==> src/hdl/align_pkg.sv <==
/*
  Shared widths, depth and limits of the instruction alignment buffer
  Vector types for addresses, fetched words, halfwords and counters
*/

package align_pkg;

  // Address and data widths
  localparam int ADDR_W = 32;
  localparam int WORD_W = 32;
  localparam int HALF_W = WORD_W / 2;

  // Three entries is the minimum that keeps the buffer from stalling
  localparam int FIFO_DEPTH = 3;

  // Fetch requests in flight
  localparam int MAX_OUTSTANDING = 2;

  // Low two bits of an uncompressed (32-bit) instruction
  localparam logic [1:0] RVC_OPCODE_FULL = 2'b11;

  // Counters hold up to two instructions per entry, so 0 to FIFO_DEPTH fits too
  localparam int CNT_W = $clog2(2 * FIFO_DEPTH + 1);

  typedef logic [ADDR_W-1:0] addr_t;
  typedef logic [WORD_W-1:0] word_t;
  typedef logic [HALF_W-1:0] half_t;
  typedef logic [CNT_W-1:0]  cnt_t;

endpackage

==> src/hdl/resp_view_if.sv <==
/*
  View of the response FIFO head between storage and extraction
  Entry 0 and entry 1 contents with valid flags, plus the advance strobe
*/

`timescale 1ns/1ns

interface resp_view_if import align_pkg::*; ();

  // Entry 0, the oldest buffered word
  word_t head_data;
  logic  head_err;
  logic  head_valid;

  // Entry 1, second half source for split instructions
  word_t next_data;
  logic  next_err;
  logic  next_valid;

  // Discard entry 0 and shift the rest this cycle
  logic  advance;

  modport fifo (
    output head_data, head_err, head_valid,
    output next_data, next_err, next_valid,
    input  advance
  );

  modport aligner (
    input  head_data, head_err, head_valid,
    input  next_data, next_err, next_valid,
    output advance
  );

endinterface

==> src/hdl/align_buffer.sv <==
/*
  Instruction alignment buffer top level
  Fetch control, response FIFO and output extraction on plain ports
*/

`timescale 1ns/1ns

module align_buffer import align_pkg::*; (
  input  logic  clk,
  input  logic  rst_n,
  input  logic  kill_i,
  input  logic  branch_i,
  input  addr_t branch_addr_i,
  input  logic  prefetch_en_i,
  output logic  prefetch_busy_o,
  // Request side
  output logic  fetch_valid_o,
  input  logic  fetch_ready_i,
  output logic  fetch_branch_o,
  output addr_t fetch_branch_addr_o,
  // Response side, no ready
  input  logic  resp_valid_i,
  input  word_t resp_rdata_i,
  input  logic  resp_err_i,
  // Issue side
  output logic  instr_valid_o,
  input  logic  instr_ready_i,
  output word_t instr_rdata_o,
  output logic  instr_err_o,
  output addr_t instr_addr_o
);

  logic resp_valid_gated;
  logic issue;

  resp_view_if view ();

  // Fetches are word aligned
  assign fetch_branch_o      = branch_i;
  assign fetch_branch_addr_o = {branch_addr_i[ADDR_W-1:2], 2'b00};

  fetch_ctrl u_fetch_ctrl (
    .clk, .rst_n, .kill_i, .branch_i, .branch_addr_i, .prefetch_en_i,
    .fetch_ready_i, .resp_valid_i, .resp_rdata_i,
    .issue_i            (issue),
    .fetch_valid_o, .prefetch_busy_o,
    .resp_valid_gated_o (resp_valid_gated)
  );

  resp_fifo u_resp_fifo (
    .clk, .rst_n, .kill_i,
    .resp_valid_gated_i (resp_valid_gated),
    .resp_rdata_i, .resp_err_i,
    .view               (view.fifo)
  );

  instr_aligner u_instr_aligner (
    .clk, .rst_n, .kill_i, .branch_i, .branch_addr_i,
    .resp_valid_gated_i (resp_valid_gated),
    .resp_rdata_i, .resp_err_i, .instr_ready_i,
    .view               (view.aligner),
    .issue_o            (issue),
    .instr_valid_o, .instr_rdata_o, .instr_err_o, .instr_addr_o
  );

endmodule

==> src/hdl/fetch_ctrl.sv <==
/*
  Fetch side control of the alignment buffer
  Request rule, outstanding/instruction/flush counters, alignment tracker
  The controller is expected to raise kill_i together with every branch
*/

`timescale 1ns/1ns

module fetch_ctrl import align_pkg::*; (
  input  logic  clk,
  input  logic  rst_n,
  input  logic  kill_i,
  input  logic  branch_i,
  input  addr_t branch_addr_i,
  input  logic  prefetch_en_i,
  input  logic  fetch_ready_i,
  input  logic  resp_valid_i,
  input  word_t resp_rdata_i,
  input  logic  issue_i,
  output logic  fetch_valid_o,
  output logic  prefetch_busy_o,
  output logic  resp_valid_gated_o
);

  cnt_t       outstanding_cnt_q, outstanding_cnt_n;
  cnt_t       instr_cnt_q, instr_cnt_n;
  cnt_t       flush_cnt_q, flush_cnt_n;
  logic       aligned_q, aligned_n;
  logic       complete_q, complete_n;
  logic [1:0] n_incoming;
  logic [1:0] n_lower;
  logic       req_accept;

  ////////////////////////////////
  // Request rule
  ////////////////////////////////

  // Ask for a word when the buffer runs dry, or on a branch
  assign fetch_valid_o = prefetch_en_i && (outstanding_cnt_q < cnt_t'(MAX_OUTSTANDING)) &&
                         ((instr_cnt_q == '0) ||
                          (instr_cnt_q == cnt_t'(1) && outstanding_cnt_q == '0) ||
                          branch_i);

  assign prefetch_busy_o = (outstanding_cnt_q != '0) || fetch_valid_o;
  assign req_accept      = fetch_valid_o && fetch_ready_i;

  // Responses of the old stream never reach the FIFO
  // A response in the branch cycle itself belongs to the old stream
  assign resp_valid_gated_o = resp_valid_i && (flush_cnt_q == '0) && !branch_i;

  ////////////////////////////////
  // Counters
  ////////////////////////////////

  always_comb begin
    outstanding_cnt_n = outstanding_cnt_q;
    if (req_accept && !resp_valid_i) begin
      outstanding_cnt_n = outstanding_cnt_q + cnt_t'(1);
    end else if (!req_accept && resp_valid_i) begin
      outstanding_cnt_n = outstanding_cnt_q - cnt_t'(1);
    end
  end

  // Flush whatever is still in flight at a branch
  always_comb begin
    flush_cnt_n = flush_cnt_q;
    if (branch_i) begin
      flush_cnt_n = resp_valid_i ? outstanding_cnt_q - cnt_t'(1) : outstanding_cnt_q;
    end else if (resp_valid_i && flush_cnt_q != '0) begin
      flush_cnt_n = flush_cnt_q - cnt_t'(1);
    end
  end

  // Whole instructions held, incoming ones counted in their arrival cycle
  always_comb begin
    if (kill_i || branch_i) begin
      instr_cnt_n = '0;
    end else begin
      instr_cnt_n = instr_cnt_q + cnt_t'(n_incoming) - cnt_t'(issue_i);
    end
  end

  ////////////////////////////////
  // Alignment tracker
  ////////////////////////////////

  // aligned=0 with complete=1 only follows an unaligned branch
  // and means the lower half of the next word is skipped
  always_comb begin
    aligned_n  = aligned_q;
    complete_n = complete_q;
    n_incoming = 2'd0;
    // Lower half completes one unless it is skipped
    n_lower    = (aligned_q || !complete_q) ? 2'd1 : 2'd0;
    if (branch_i) begin
      aligned_n  = !branch_addr_i[1];
      complete_n = branch_addr_i[1];
    end else if (resp_valid_gated_o) begin
      if (aligned_q && resp_rdata_i[1:0] == RVC_OPCODE_FULL) begin
        // Whole word is one instruction, alignment kept
        n_incoming = 2'd1;
      end else if (resp_rdata_i[17:16] == RVC_OPCODE_FULL) begin
        // Upper half starts a split instruction
        n_incoming = n_lower;
        aligned_n  = 1'b0;
        complete_n = 1'b0;
      end else begin
        // Compressed in the upper half
        n_incoming = n_lower + 2'd1;
        aligned_n  = 1'b1;
        complete_n = 1'b1;
      end
    end
  end

  always_ff @(posedge clk or negedge rst_n) begin
    if (!rst_n) begin
      outstanding_cnt_q <= '0;
      instr_cnt_q       <= '0;
      flush_cnt_q       <= '0;
      aligned_q         <= 1'b0;
      complete_q        <= 1'b0;
    end else begin
      outstanding_cnt_q <= outstanding_cnt_n;
      instr_cnt_q       <= instr_cnt_n;
      flush_cnt_q       <= flush_cnt_n;
      aligned_q         <= aligned_n;
      complete_q        <= complete_n;
    end
  end

endmodule

==> src/hdl/instr_aligner.sv <==
/*
  Output extraction of the alignment buffer
  Instruction address register, aligned/split multiplexing, error merge
*/

`timescale 1ns/1ns

module instr_aligner import align_pkg::*; (
  input  logic  clk,
  input  logic  rst_n,
  input  logic  kill_i,
  input  logic  branch_i,
  input  addr_t branch_addr_i,
  input  logic  resp_valid_gated_i,
  input  word_t resp_rdata_i,
  input  logic  resp_err_i,
  input  logic  instr_ready_i,
  resp_view_if.aligner view,
  output logic  issue_o,
  output logic  instr_valid_o,
  output word_t instr_rdata_o,
  output logic  instr_err_o,
  output addr_t instr_addr_o
);

  addr_t addr_q, addr_n, addr_incr;
  word_t first_word;
  half_t second_lo;
  logic  first_err, second_err;
  logic  avail, avail_split;
  logic  aligned_compressed, unaligned_compressed;

  // First word is entry 0, or the incoming word when the FIFO is empty
  assign first_word = view.head_valid ? view.head_data : resp_rdata_i;
  assign first_err  = view.head_valid ? view.head_err : resp_err_i;

  // Second half of a split instruction is entry 1 or the incoming word
  assign second_lo  = view.next_valid ? view.next_data[HALF_W-1:0] : resp_rdata_i[HALF_W-1:0];
  assign second_err = view.next_valid ? view.next_err : resp_err_i;

  // Compressed flags are only meaningful while a word is available
  assign aligned_compressed   = first_word[1:0] != RVC_OPCODE_FULL;
  assign unaligned_compressed = first_word[17:16] != RVC_OPCODE_FULL;

  assign avail       = view.head_valid || resp_valid_gated_i;
  assign avail_split = view.next_valid || (view.head_valid && resp_valid_gated_i);

  // Output mux, combinational in the current cycle
  always_comb begin
    instr_rdata_o = first_word;
    instr_err_o   = first_err;
    instr_valid_o = avail;
    if (addr_q[1]) begin
      instr_rdata_o = {second_lo, first_word[WORD_W-1:HALF_W]};
      // Both words count when the instruction straddles them
      instr_err_o   = unaligned_compressed ? first_err : (first_err || second_err);
      instr_valid_o = unaligned_compressed ? avail : avail_split;
    end
    if (kill_i) begin
      instr_valid_o = 1'b0;
    end
  end

  assign issue_o = instr_valid_o && instr_ready_i;

  // Split instructions always consume entry 0, aligned ones only if full width
  assign view.advance = issue_o && (addr_q[1] || !aligned_compressed);

  ////////////////////////////////
  // Address update
  ////////////////////////////////

  assign addr_incr = {addr_q[ADDR_W-1:2], 2'b00} + addr_t'(4);

  always_comb begin
    addr_n = addr_q;
    if (branch_i) begin
      addr_n = branch_addr_i;
    end else if (issue_o) begin
      if (addr_q[1]) begin
        addr_n = unaligned_compressed ? addr_incr : {addr_incr[ADDR_W-1:2], 2'b10};
      end else begin
        addr_n = aligned_compressed ? {addr_q[ADDR_W-1:2], 2'b10} : addr_incr;
      end
    end
  end

  always_ff @(posedge clk or negedge rst_n) begin
    if (!rst_n) begin
      addr_q <= '0;
    end else begin
      addr_q <= addr_n;
    end
  end

  assign instr_addr_o = addr_q;

endmodule

==> src/hdl/resp_fifo.sv <==
/*
  Three-entry storage for fetched response words
  Push to first free entry, shift on advance, clear on kill
*/

`timescale 1ns/1ns

module resp_fifo import align_pkg::*; (
  input  logic  clk,
  input  logic  rst_n,
  input  logic  kill_i,
  input  logic  resp_valid_gated_i,
  input  word_t resp_rdata_i,
  input  logic  resp_err_i,
  resp_view_if.fifo view
);

  // Entry 0 is the oldest word
  word_t                 data_q [0:FIFO_DEPTH-1];
  word_t                 data_int [0:FIFO_DEPTH-1];
  word_t                 data_n [0:FIFO_DEPTH-1];
  logic [0:FIFO_DEPTH-1] err_q, err_int, err_n;
  logic [0:FIFO_DEPTH-1] valid_q, valid_int, valid_n;
  logic                  placed;

  // Write the incoming word to the first free entry
  always_comb begin
    data_int  = data_q;
    err_int   = err_q;
    valid_int = valid_q;
    placed    = 1'b0;
    for (int i = 0; i < FIFO_DEPTH; i++) begin
      if (resp_valid_gated_i && !valid_q[i] && !placed) begin
        data_int[i]  = resp_rdata_i;
        err_int[i]   = resp_err_i;
        valid_int[i] = 1'b1;
        placed       = 1'b1;
      end
    end
  end

  // Drop entry 0, a word pushed this cycle included
  always_comb begin
    data_n  = data_int;
    err_n   = err_int;
    valid_n = valid_int;
    if (view.advance) begin
      for (int i = 0; i < FIFO_DEPTH - 1; i++) begin
        data_n[i] = data_int[i+1];
      end
      err_n   = {err_int[1:FIFO_DEPTH-1], 1'b0};
      valid_n = {valid_int[1:FIFO_DEPTH-1], 1'b0};
    end
  end

  always_ff @(posedge clk or negedge rst_n) begin
    if (!rst_n) begin
      valid_q <= '0;
    end else if (kill_i) begin
      valid_q <= '0;
    end else begin
      valid_q <= valid_n;
    end
  end

  always_ff @(posedge clk) begin
    data_q <= data_n;
    err_q  <= err_n;
  end

  assign view.head_data  = data_q[0];
  assign view.head_err   = err_q[0];
  assign view.head_valid = valid_q[0];
  assign view.next_data  = data_q[1];
  assign view.next_err   = err_q[1];
  assign view.next_valid = valid_q[1];

endmodule

==> config.mk <==
export PLATFORM = sky130hd
export DESIGN_NAME = align_buffer
export DESIGN_NICKNAME = d
export VERILOG_FILES = /design/src/hdl/align_pkg.sv /design/src/hdl/resp_view_if.sv /design/src/hdl/align_buffer.sv /design/src/hdl/fetch_ctrl.sv /design/src/hdl/instr_aligner.sv /design/src/hdl/resp_fifo.sv
export SDC_FILE = /design/constraint.sdc
export NUM_CORES = 1
export LEC_CHECK = 0
export BUFFER_PORTS_ARGS = -buffer_cell sky130_fd_sc_hd__buf_2
export CORE_MARGIN = 2
export CORE_UTILIZATION = 25
export DETAILED_ROUTE_END_ITERATION = 7
export HOLD_SLACK_MARGIN = 0.1
export SLEW_MARGIN = 10
export SYNTH_ARGS = -nofsm -noshare
export SYNTH_HDL_FRONTEND = slang
export SYNTH_SLANG_ARGS = --single-unit
==> constraint.sdc <==
create_clock -name clk -period 4.1 [get_ports clk]
set_input_delay 0.41 -clock clk [delete_from_list [all_inputs] [get_ports clk]]
set_output_delay 0.41 -clock clk [all_outputs]
set_load 0.05 [all_outputs]
# ---- Yosys cells after proc, flatten, opt, wreduce, memory -nomap -nowiden
# Cells that the tools add are included.
dict set report classes {
  n_eq_ne 7
  mul 0
  n_shift 0
  n_lt_le_gt_ge 1
  reduce_logical 51
  add_sub_neg 7
  div 0
  muxes 46
  n_bitwise 0
}
# operator count
set op_table {}
lappend op_table {{$mux W32} 9}
lappend op_table {{$mux W64} 1}
lappend op_table {{$add A32 B3 Y32 const B} 1}
lappend op_table {{$mux W3} 9}
lappend op_table {{$mux W1} 21}
lappend op_table {{$logic_and A1 B1 Y1} 18}
lappend op_table {{$mux W16} 1}
lappend op_table {{$logic_not A1 Y1} 11}
lappend op_table {{$mux W2} 5}
lappend op_table {{$reduce_bool A2 Y1} 5}
lappend op_table {{$logic_not A3 Y1} 3}
lappend op_table {{$logic_or A1 B1 Y1} 9}
lappend op_table {{$reduce_bool A3 Y1} 3}
lappend op_table {{$ne A2 B2 Y1 const B} 3}
lappend op_table {{$sub A3 B1 Y3 const B} 2}
lappend op_table {{$eq A2 B2 Y1 const B} 2}
lappend op_table {{$reduce_and A2 Y1} 2}
lappend op_table {{$add A3 B1 Y3 const B} 1}
lappend op_table {{$add A3 B2 Y3} 1}
lappend op_table {{$eq A3 B1 Y1 const B} 1}
lappend op_table {{$lt A3 B2 Y1 const B} 1}
lappend op_table {{$ne A3 B2 Y1 const B} 1}
lappend op_table {{$sub A3 B1 Y3} 1}
lappend op_table {{$add A2 B1 Y2 const B} 1}
dict set report totals {
  word_cells 127
  regBits 145
  ram_bits 0
  latch_bits 0
  n_memories 0
  romBits 0
}

# ---- Logic depth before layout (Yosys ltp)
# Gate-level depths: netlist of run 1.
dict set report logic_depth {
  depth_word 13
  ltp_mapped 12
}

# ---- Cells and area by module
# A second synthesis of run 1 with hierarchy kept.
dict set report unflattened {
  cells_unflattened 797
  hier_area_um2 8436.8
}
# module area_each_um2 seq_area_each_um2 cells_per_inst n_inst
set modules_own_cells {}
lappend modules_own_cells {resp_fifo 4416.7 2387.3 337 1}
lappend modules_own_cells {instr_aligner 2972.9 800.8 346 1}
lappend modules_own_cells {fetch_ctrl 795.8 275.3 80 1}
lappend modules_own_cells {align_buffer 251.5 0.0 34 1}

# ---- Worst setup path after synthesis of run 1
# No wires, ideal clock.
dict set report synth_timing {
  path_kind {flip-flop to flip-flop}
  startpoint {register u_resp_fifo.valid_q[0] (netlist name)}
  endpoint {register u_resp_fifo.err_q[0] (netlist name), enable pin}
  synth_period_minus_slack_ns 3.741
  stages_incl_launch_ff 5
  arrival_ns 3.272
  setup_ns 0.469
  path_slack_ns 0.359
  path_cell_list {dfrtp_1 -> buf_6 -> clkbuf_1 -> clkbuf_1 -> o21ai_0}
}
dict set report synth_via {
  elab_chain_len 8
  word_cells_on_any_way 16
}
# item line
set synth_rtl {}
lappend synth_rtl {{from (decl)} resp_fifo.sv:23} ;# logic [0:FIFO_DEPTH-1] valid_q, valid_int, valid_n;
lappend synth_rtl {{from (signal assigned)} resp_fifo.sv:62} ;# valid_q <= valid_n;
lappend synth_rtl {{$mux W32 / $logic_and A1 B1 Y1 (equally long branches)} {instr_aligner.sv:34, instr_aligner.sv:46}}
lappend synth_rtl {{$ne A2 B2 Y1 / $logic_or A1 B1 Y1 (equally long branches)} {instr_aligner.sv:43, instr_aligner.sv:46}}
lappend synth_rtl {{$mux W1} instr_aligner.sv:57} ;# instr_valid_o = unaligned_compressed ? avail : avail_split;
lappend synth_rtl {{$mux W1} instr_aligner.sv:53} ;# if (addr_q[1]) begin
lappend synth_rtl {{$mux W1} instr_aligner.sv:59} ;# if (kill_i) begin
lappend synth_rtl {{$logic_and A1 B1 Y1} instr_aligner.sv:64} ;# assign issue_o = instr_valid_o && instr_ready_i;
lappend synth_rtl {{$logic_and A1 B1 Y1} instr_aligner.sv:67} ;# assign view.advance = issue_o && (addr_q[1] || !aligned_compressed);
lappend synth_rtl {{$reduce_bool A2 Y1 (no source line) (*)} n/a}
lappend synth_rtl {{to (signal assigned)} resp_fifo.sv:68} ;# err_q <= err_n;
lappend synth_rtl {{to (decl)} resp_fifo.sv:22} ;# logic [0:FIFO_DEPTH-1] err_q, err_int, err_n;
# Every way passes the cells marked *; elsewhere a longest branch is shown, timed or not.
# A chain may end at the register's enable or synchronous reset.

# ---- Worst setup path in the final report of run 1
dict set report layout_timing {
  startpoint {register u_resp_fifo.valid_q[0] (netlist name)}
  endpoint {register u_fetch_ctrl.instr_cnt_q[2]}
}
dict set report layout_via {
  elab_chain_len 8
  word_cells_on_any_way 11
}
# item line
set layout_rtl {}
lappend layout_rtl {{$mux W32 / $logic_and A1 B1 Y1 (equally long branches)} {instr_aligner.sv:34, instr_aligner.sv:46}}
lappend layout_rtl {{$ne A2 B2 Y1 / $logic_or A1 B1 Y1 (equally long branches)} {instr_aligner.sv:43, instr_aligner.sv:46}}
lappend layout_rtl {{$mux W1} instr_aligner.sv:57}
lappend layout_rtl {{$mux W1 (*)} instr_aligner.sv:53}
lappend layout_rtl {{$mux W1 (*)} instr_aligner.sv:59}
lappend layout_rtl {{$logic_and A1 B1 Y1 (*)} instr_aligner.sv:64}
lappend layout_rtl {{$sub A3 B1 Y3 (*)} fetch_ctrl.sv:79} ;# instr_cnt_n = instr_cnt_q + cnt_t'(n_incoming) - cnt_t'(issue_i);
lappend layout_rtl {{$mux W3 (*)} fetch_ctrl.sv:76} ;# if (kill_i || branch_i) begin
lappend layout_rtl {{named net u_fetch_ctrl.instr_cnt_n[2]} fetch_ctrl.sv:26} ;# cnt_t instr_cnt_q, instr_cnt_n;
lappend layout_rtl {{to (signal assigned)} fetch_ctrl.sv:125} ;# instr_cnt_q <= instr_cnt_n;
lappend layout_rtl {{to (decl)} fetch_ctrl.sv:26}
# The timed path passes the listed nets; every way through them passes the cells marked *.

==> results.sh, run 1 <==
export IMPL_routed_via_density=4.75
export IMPL_fp_row_count=65
export IMPL_die_height_um=182
export IMPL_fillers=3204
export IMPL_htreeDepth=4
export IMPL_multiInputGateArea_mm2=0.00388
export IMPL_yosysTopAreaCell="dfxtp_1"
export IMPL_tns_ns=0
export IMPL_post_cts_buffers=0
export IMPL_post_route_min_period_ns=3.04
export IMPL_p_switching_w=0.00153
export IMPL_cts_buffers=17
export IMPL_setup_viol=0
export IMPL_finalHoldViolations=0
export IMPL_power_density_mw_per_mm2=468
export IMPL_reg2reg_depth=10
export IMPL_cp_data_required_time_ns=4.39
export IMPL_synth_cell_types=57
export IMPL_maxSlewHeadroom_pct=39.4
export IMPL_synth_edff_count=33
export IMPL_switching_share_pct=34.5
export IMPL_cp_slowest_cell="dfrtp_2"
export IMPL_critPathArrivalTime_ns=3.33
export IMPL_netlist_instances=758
export IMPL_cap_violations=0
export IMPL_p_seq_share_pct=40.0
export IMPL_total_power_w=0.00442
export IMPL_rrSetupSlack_ns=1.06
export IMPL_synth_top_area_share_pct=16.7
export IMPL_grt_usage_pct=12.6
export IMPL_grt_remaining_overflow=0
export IMPL_ys_warn_count=0
export IMPL_grt_max_degree=75
export IMPL_p_clk_share_pct=33.9
export IMPL_timing_fmax_mhz=329
export IMPL_crit_type="flip-flop to flip-flop"
export IMPL_antenna_found_initial=4
export IMPL_ys_ff_latch=145
export IMPL_outcome="finished clean"
export IMPL_ff_latch_area_mm2=0.00347
export IMPL_cts_resized=0
export IMPL_tightestPinTransition_ns=0.905
export IMPL_drt_iter0_markers=280
export IMPL_dieArea_mm2=0.0331
export IMPL_crit_family="flip-flops"
export IMPL_synthFlopType="dfxtp_1"
export IMPL_pin_count=174
export IMPL_clkLatencyLatePin_ns=0.43
export IMPL_drt_wl_total_um=20900
export IMPL_detail_route_antenna_nets=0
export IMPL_finalCritPeriodShare_pct=74.2
export IMPL_max_stage_delay_ns=0.73
export IMPL_vias=6152
export IMPL_clock_path_buffers=2
export IMPL_netlist_area_mm2=0.00791
export IMPL_grt_setup_unrepaired="no"
export IMPL_wl_per_cell_um=16.1
export IMPL_synth_area_leaders="dfxtp_1 17%, dfrtp_1 15%, edfxtp_1 13%"
export IMPL_place_detailed_hpwl_um=14300
export IMPL_area_growth_pct=19.4
export IMPL_final_net_count=962
export IMPL_slew_viol_final=0
export IMPL_tritoncts="done"
export IMPL_core_mm2=0.0313
export IMPL_clock_sinks=145
export IMPL_place_congestion=0.775
export IMPL_hold_path_class="primary input to asynchronous set/reset pin"
export IMPL_drc=0
export IMPL_hold_buffers=0
export IMPL_peakVddDrop_v=0.000299
export IMPL_placement_io_buffers=171
export IMPL_startpoint_type="flip-flop"
export IMPL_crit_cells=10
export IMPL_drtPass1Iterations=4
export IMPL_endpoint_kind="flip-flop"
export IMPL_seq_area_frac_synth_pct=43.8
export IMPL_p_leak_nw=3.92
export IMPL_clkTransAtPathRegs_ns=0.06
export IMPL_drive_above_1_share_pct=34.4
export IMPL_path_max_fanout=29
export IMPL_grt_pass1_vias=5915
export IMPL_path_common_cell="xnor2_1"
export IMPL_avgSynthCellArea_um2=10.4
export IMPL_crit_chain="inv_1, o21ai_1, o2111ai_1, xnor2_1, ha_1, inv_1, fa_1, xnor2_1, xnor2_1, nor3_1"
export IMPL_skew_ns=0.00907
export IMPL_start_util_pct=25.2
export IMPL_grt_pass1_wl_um=32500
export IMPL_worstPathBufferInverterCount=2
export IMPL_power_frac_comb_pct=26.1
export IMPL_async_reset_ff_share_pct=31.7
export IMPL_die_width_um=182
export IMPL_power_internal_w=0.00289
export IMPL_cts_root_buf="clkbuf_16"
-- cell type report --
cell class / instances / share of cell area [%]
diodes: 4 / 0.106
clock buffers: 20 / 4.73
clock inverters: 10 / 1.21
flip-flops and latches: 145 / 36.7
repair buffers: 181 / 9.86
multi-input cells: 510 / 41.1
inverters: 23 / 0.915
well taps: 402 / 5.33
-- cells in the mapped netlist (7+ instances only) --
master / number
a211oi_1: 19
a21oi_1: 22
a31oi_1: 25
and3_1: 7
buf_2: 9
buf_4: 37
clkbuf_1: 27
dfrtp_1: 46
dfxtp_1: 66
edfxtp_1: 33
ha_1: 10
inv_1: 21
mux2_2: 66
mux2i_1: 51
mux4_2: 16
nand2_1: 65
nand3_1: 20
nand4_1: 11
nor2_1: 35
nor2b_1: 16
o21ai_0: 30
o21ai_1: 21
o31ai_1: 15
or3_1: 7
or4_1: 18
-- state kept, by name, summed over array words and instances, names as in the netlist --
name	cells
u_instr_aligner.instr_addr_o	32
u_resp_fifo.data_q	32
u_resp_fifo.view.head_data	32
u_resp_fifo.view.next_data	32
u_fetch_ctrl.flush_cnt_q	3
u_fetch_ctrl.instr_cnt_q	3
u_fetch_ctrl.outstanding_cnt_q	3
u_resp_fifo.err_q	3
u_resp_fifo.valid_q	3
u_fetch_ctrl.aligned_q	1
u_fetch_ctrl.complete_q	1
-- power groups by stage --
stage	clock network, W	registers, W	logic, W
after floorplan	0	0.00185	0.000809
after global placement	0	0.00179	0.00114
after detailed placement	0	0.00179	0.00116
after CTS	0.00154	0.00177	0.00116
after global routing	0.00160	0.00179	0.00124
final	0.00150	0.00177	0.00115
-- cells in the final DEF (no fill, tap or decap), types with 22 or more instances in the layout --
cell type / synthesis / routed
edfxtp_1: 33 / 33
buf_2: 9 / 171
o21ai_0: 30 / 29
dfrtp_1: 46 / 44
nand2_1: 65 / 64
a31oi_1: 25 / 25
nor2_1: 35 / 35
mux2i_1: 51 / 51
mux2_2: 66 / 66
a21oi_1: 22 / 22
dfxtp_1: 66 / 66
-- through the flow --
| stage | std cells | hold slack, ns | area (um2) | util, % | setup slack [ns] |
|---|---|---|---|---|---|
| 3_5_place_dp | 1261 | 0.458 | 8870 | 28.3 | 1.08 |
| 5_1_grt | 1293 | 0.130 | 9430 | 30.1 | 0.717 |
| 3_3_place_gp | 1261 | 0.453 | 8870 | 28.3 | 1.10 |
| 2_1_floorplan | 759 | 0.114 | 7910 | - | 0.359 |
| 4_1_cts | 1291 | 0.110 | 9430 | 30.1 | 1.05 |
| 6_report | 1295 | 0.0939 | 9440 | 30.1 | 1.06 |
-- per-layer routing --
metal / vias up / track usage [%] / part of all wire [%]
met5: - / 0 / 0
met4: 0 / 5.72 / 2.1
met3: 28 / 2.33 / 3.1
met2: 92 / 20.5 / 48
met1: 3021 / 16.2 / 47
li1: 3011 / - / -
-- worst paths after layout --
kind	start	endpoint
max in group asynchronous	rst_n	u_instr_aligner.instr_addr_o[1]$_DFFE_PN0P_
worst max register to register	u_resp_fifo.valid_q[0]$_DFFE_PN0P_	u_fetch_ctrl.instr_cnt_q[2]$_DFF_PN0_
worst min-delay path	rst_n	u_instr_aligner.instr_addr_o[3]$_DFFE_PN0P_
worst max-delay path	u_resp_fifo.valid_q[0]$_DFFE_PN0P_	u_fetch_ctrl.instr_cnt_q[2]$_DFF_PN0_
min in group clk	branch_addr_i[0]	u_instr_aligner.instr_addr_o[0]$_DFFE_PN0P_
worst min register to register	u_resp_fifo.err_q[2]$_SDFF_PN0_	u_resp_fifo.err_q[2]$_SDFF_PN0_
-- cell families (layout without fill, tap and decap cells) --
family                   after synthesis  after routing  share of synthesized area [%]
AO/OA/AOI/OAI                        150            150                           11.9
XOR/XNOR                              10             10                           1.11
adder cells (fa/ha/maj)               11             11                           1.84
buffers and inverters                104            234                           7.41
flip-flops                           145            145                           43.8
multiplexers                         133            133                           20.4
other                                  1              6                         0.0474
AND/OR/NAND/NOR                      204            204                           13.5
No activity file was read; power rests on OpenSTA's default activity.
==> run 2, diff against run 1 <==
Settings changed: ABC_AREA set to 1.
Clock period 4.1 ns to 2.7 ns, I/O delays scaled along.
==> results.sh, run 2 <==
export IMPL_post_route_min_period_ns=2.52
export IMPL_path_max_fanout=56
export IMPL_grt_pass1_vias=7319
export IMPL_cp_data_required_time_ns=2.43
export IMPL_setup_viol=0
export IMPL_area_growth_pct=21.3
export IMPL_crit_type="flip-flop to output port"
export IMPL_wl_per_cell_um=13.9
export IMPL_dpl_instance_area_mm2=0.00927
export IMPL_vias=7889
export IMPL_die_height_um=186
export IMPL_die_width_um=186
export IMPL_async_reset_ff_share_pct=31.7
export IMPL_grt_usage_pct=14.1
export IMPL_clock_path_buffers=2
export IMPL_tightestPinTransition_ns=1.17
export IMPL_reg2reg_depth=13
export IMPL_place_congestion=0.851
export IMPL_routed_top_layer="met4"
export IMPL_outcome="finished clean"
export IMPL_layout_commonest_cell="nand2_1"
export IMPL_clkTransAtPathRegs_ns=0.06
export IMPL_p_leak_nw=4.57
export IMPL_final_net_count=1376
export IMPL_ys_ff_latch=145
export IMPL_dr_wl_met3_um=1260
export IMPL_cap_violations=0
export IMPL_final_area_mm2=0.00999
export IMPL_detail_route_antenna_nets=0
export IMPL_multiInputGateArea_mm2=0.00391
export IMPL_fillers=3524
export IMPL_min_path_cells=3
export IMPL_maxSlewHeadroom_pct=21.6
export IMPL_synth_top_area_share_pct=18.8
export IMPL_netlist_instances=1171
export IMPL_final_cell_mix="413 x nand2_1, 193 x o21ai_0, 171 x buf_2"
export IMPL_total_power_w=0.00790
export IMPL_antenna_found_initial=1
export IMPL_grt_remaining_overflow=0
export IMPL_netlist_area_mm2=0.00824
export IMPL_yosysTopAreaCell="nand2_1"
export IMPL_dieArea_mm2=0.0344
export IMPL_drt_iter0_markers=582
export IMPL_ys_warn_count=0
export IMPL_peakVddDrop_v=0.000353
export IMPL_place_detailed_hpwl_um=17000
export IMPL_avgSynthCellArea_um2=7.04
export IMPL_hold_path_class="primary input to flip-flop"
export IMPL_grt_max_degree=98
export IMPL_core_mm2=0.0325
export IMPL_synthTopCellsByCount="413 x nand2_1, 194 x o21ai_0, 90 x inv_1, 66 x dfxtp_1, 63 x nand3_1"
export IMPL_synth_area_leaders="nand2_1 19%, dfxtp_1 16%, dfrtp_1 14%"
export IMPL_drc=0
export IMPL_synthFlopType="dfxtp_1"
export IMPL_synth_edff_count=33
export IMPL_finalHoldViolations=0
export IMPL_slew_viol_final=0
export IMPL_timing_fmax_mhz=397
export IMPL_finalCritPeriodShare_pct=93.4
export IMPL_cts_root_buf="clkbuf_16"
export IMPL_drtPass1Iterations=5
export IMPL_clock_sinks=145
export IMPL_clkLatencyLatePin_ns=0.43
export IMPL_pin_count=174
export IMPL_placement_io_buffers=171
export IMPL_wl_met1_um=11100
export IMPL_wl_met2_um=11400
export IMPL_ff_latch_area_mm2=0.00346
export IMPL_tritoncts="done"
export IMPL_grt_pass1_wl_um=38000
export IMPL_synth_most_common_cell="nand2_1"
export IMPL_skew_ns=0.00865
export IMPL_start_util_pct=25.3
export IMPL_cts_buffers=17
export IMPL_synth_cell_types=44
export IMPL_fp_row_count=66
export IMPL_drive_above_1_share_pct=17.9
export IMPL_startpoint_type="flip-flop"
export IMPL_drt_wl_total_um=24200
export IMPL_endpoint_kind="output port"
export IMPL_power_density_mw_per_mm2=791
export IMPL_routed_via_density=4.51
export IMPL_seq_area_frac_synth_pct=42.0
export IMPL_htreeDepth=4
export IMPL_critPathArrivalTime_ns=2.25
-- run 2: cell types whose count changed after synthesis, sizes merged, moves of 45 or more --
cell   delta
inv      +69
mux2     -66
mux2i    -51
nand2   +350
nand3    +45
o21ai   +144
-- run 2: metal layers --
metal | up-vias | GRT usage [%]
li1 | 4029 | -
met4 | 0 | 4.91
met2 | 218 | 23.3
met3 | 25 | 2.84
met1 | 3617 | 18.3
met5 | - | 0
-- run 2: final cells by class --
cell class	count	area share [%]
multi-input combinational	840	39.1
clock buffer	17	4.26
clock inverter	15	1.98
tap	442	5.53
sequential	145	34.7
antenna	2	0.0501
inverter	92	3.46
timing repair buffer	196	10.9
-- run 2: stage by stage --
stage | std cells | hold slack (ns) | util, % | setup TNS (ns) | setup WS, ns
after floorplan | 1172 | -0.0256 | - | 0 | 0.0358
after global placement | 1706 | 0.198 | 28.5 | 0 | 0.244
after detailed placement | 1706 | 0.197 | 28.5 | 0 | 0.173
after CTS | 1746 | 0.102 | 30.6 | 0 | 0.00897
after global routing | 1747 | 0.128 | 30.7 | -0.00922 | -0.00922
final | 1749 | 0.120 | 30.7 | 0 | 0.179
-- run 2: report_power, final --
group | internal (W) | leakage [nW] | total, W | switching, W
Sequential | 0.00251 | 1.41 | 0.00274 | 0.000227
Clock | 0.00149 | 0.300 | 0.00251 | 0.00103
Combinational | 0.000676 | 2.86 | 0.00265 | 0.00197
-- run 2: kinds of logic (layout without fill, tap and decap cells) --
group                      Yosys count  in the layout  synth area share [%]
and+or+nand+nor                    563            563                  27.7
other                                1              4                0.0455
DFF                                145            145                  42.0
xor gates and xnor gates            10             10                  1.06
buffers and inverters              187            320                  10.9
AOI/OAI and AO/OA                  254            254                  16.4
adders and majority gates           11             11                  1.76
-- run 2: what timing repair did --
item	in CTS	in global routing
setup buffers	0	1
endpoints found under the hold margin	21	0
gates resized for setup	0	2
hold buffers	8	0
endpoints found under the setup margin	0	21
-- run 2: critical path, cell delays in order (launching register included) --
cell	delay, ns
dfrtp_1	0.44
inv_2	0.12
buf_6	0.34
o21ai_0	0.18
o21ai_0	0.39
buf_2	0.35
-- run 2: worst paths after layout --
check	start	to	slack (ns)
max	u_resp_fifo.valid_q[0]$_DFFE_PN0P_	instr_rdata_o[31]	0.18
min	branch_addr_i[26]	u_instr_aligner.instr_addr_o[26]$_DFFE_PN0P_	0.12
max reg2reg	u_fetch_ctrl.flush_cnt_q[0]$_DFFE_PN0P_	u_fetch_ctrl.instr_cnt_q[2]$_DFF_PN0_	0.18
min reg2reg	u_resp_fifo.data_q[22]$_DFF_P_	u_resp_fifo.data_q[22]$_DFF_P_	0.47
max in group asynchronous	rst_n	u_instr_aligner.instr_addr_o[26]$_DFFE_PN0P_	1.65
min in group asynchronous	rst_n	u_fetch_ctrl.flush_cnt_q[2]$_DFFE_PN0P_	0.28
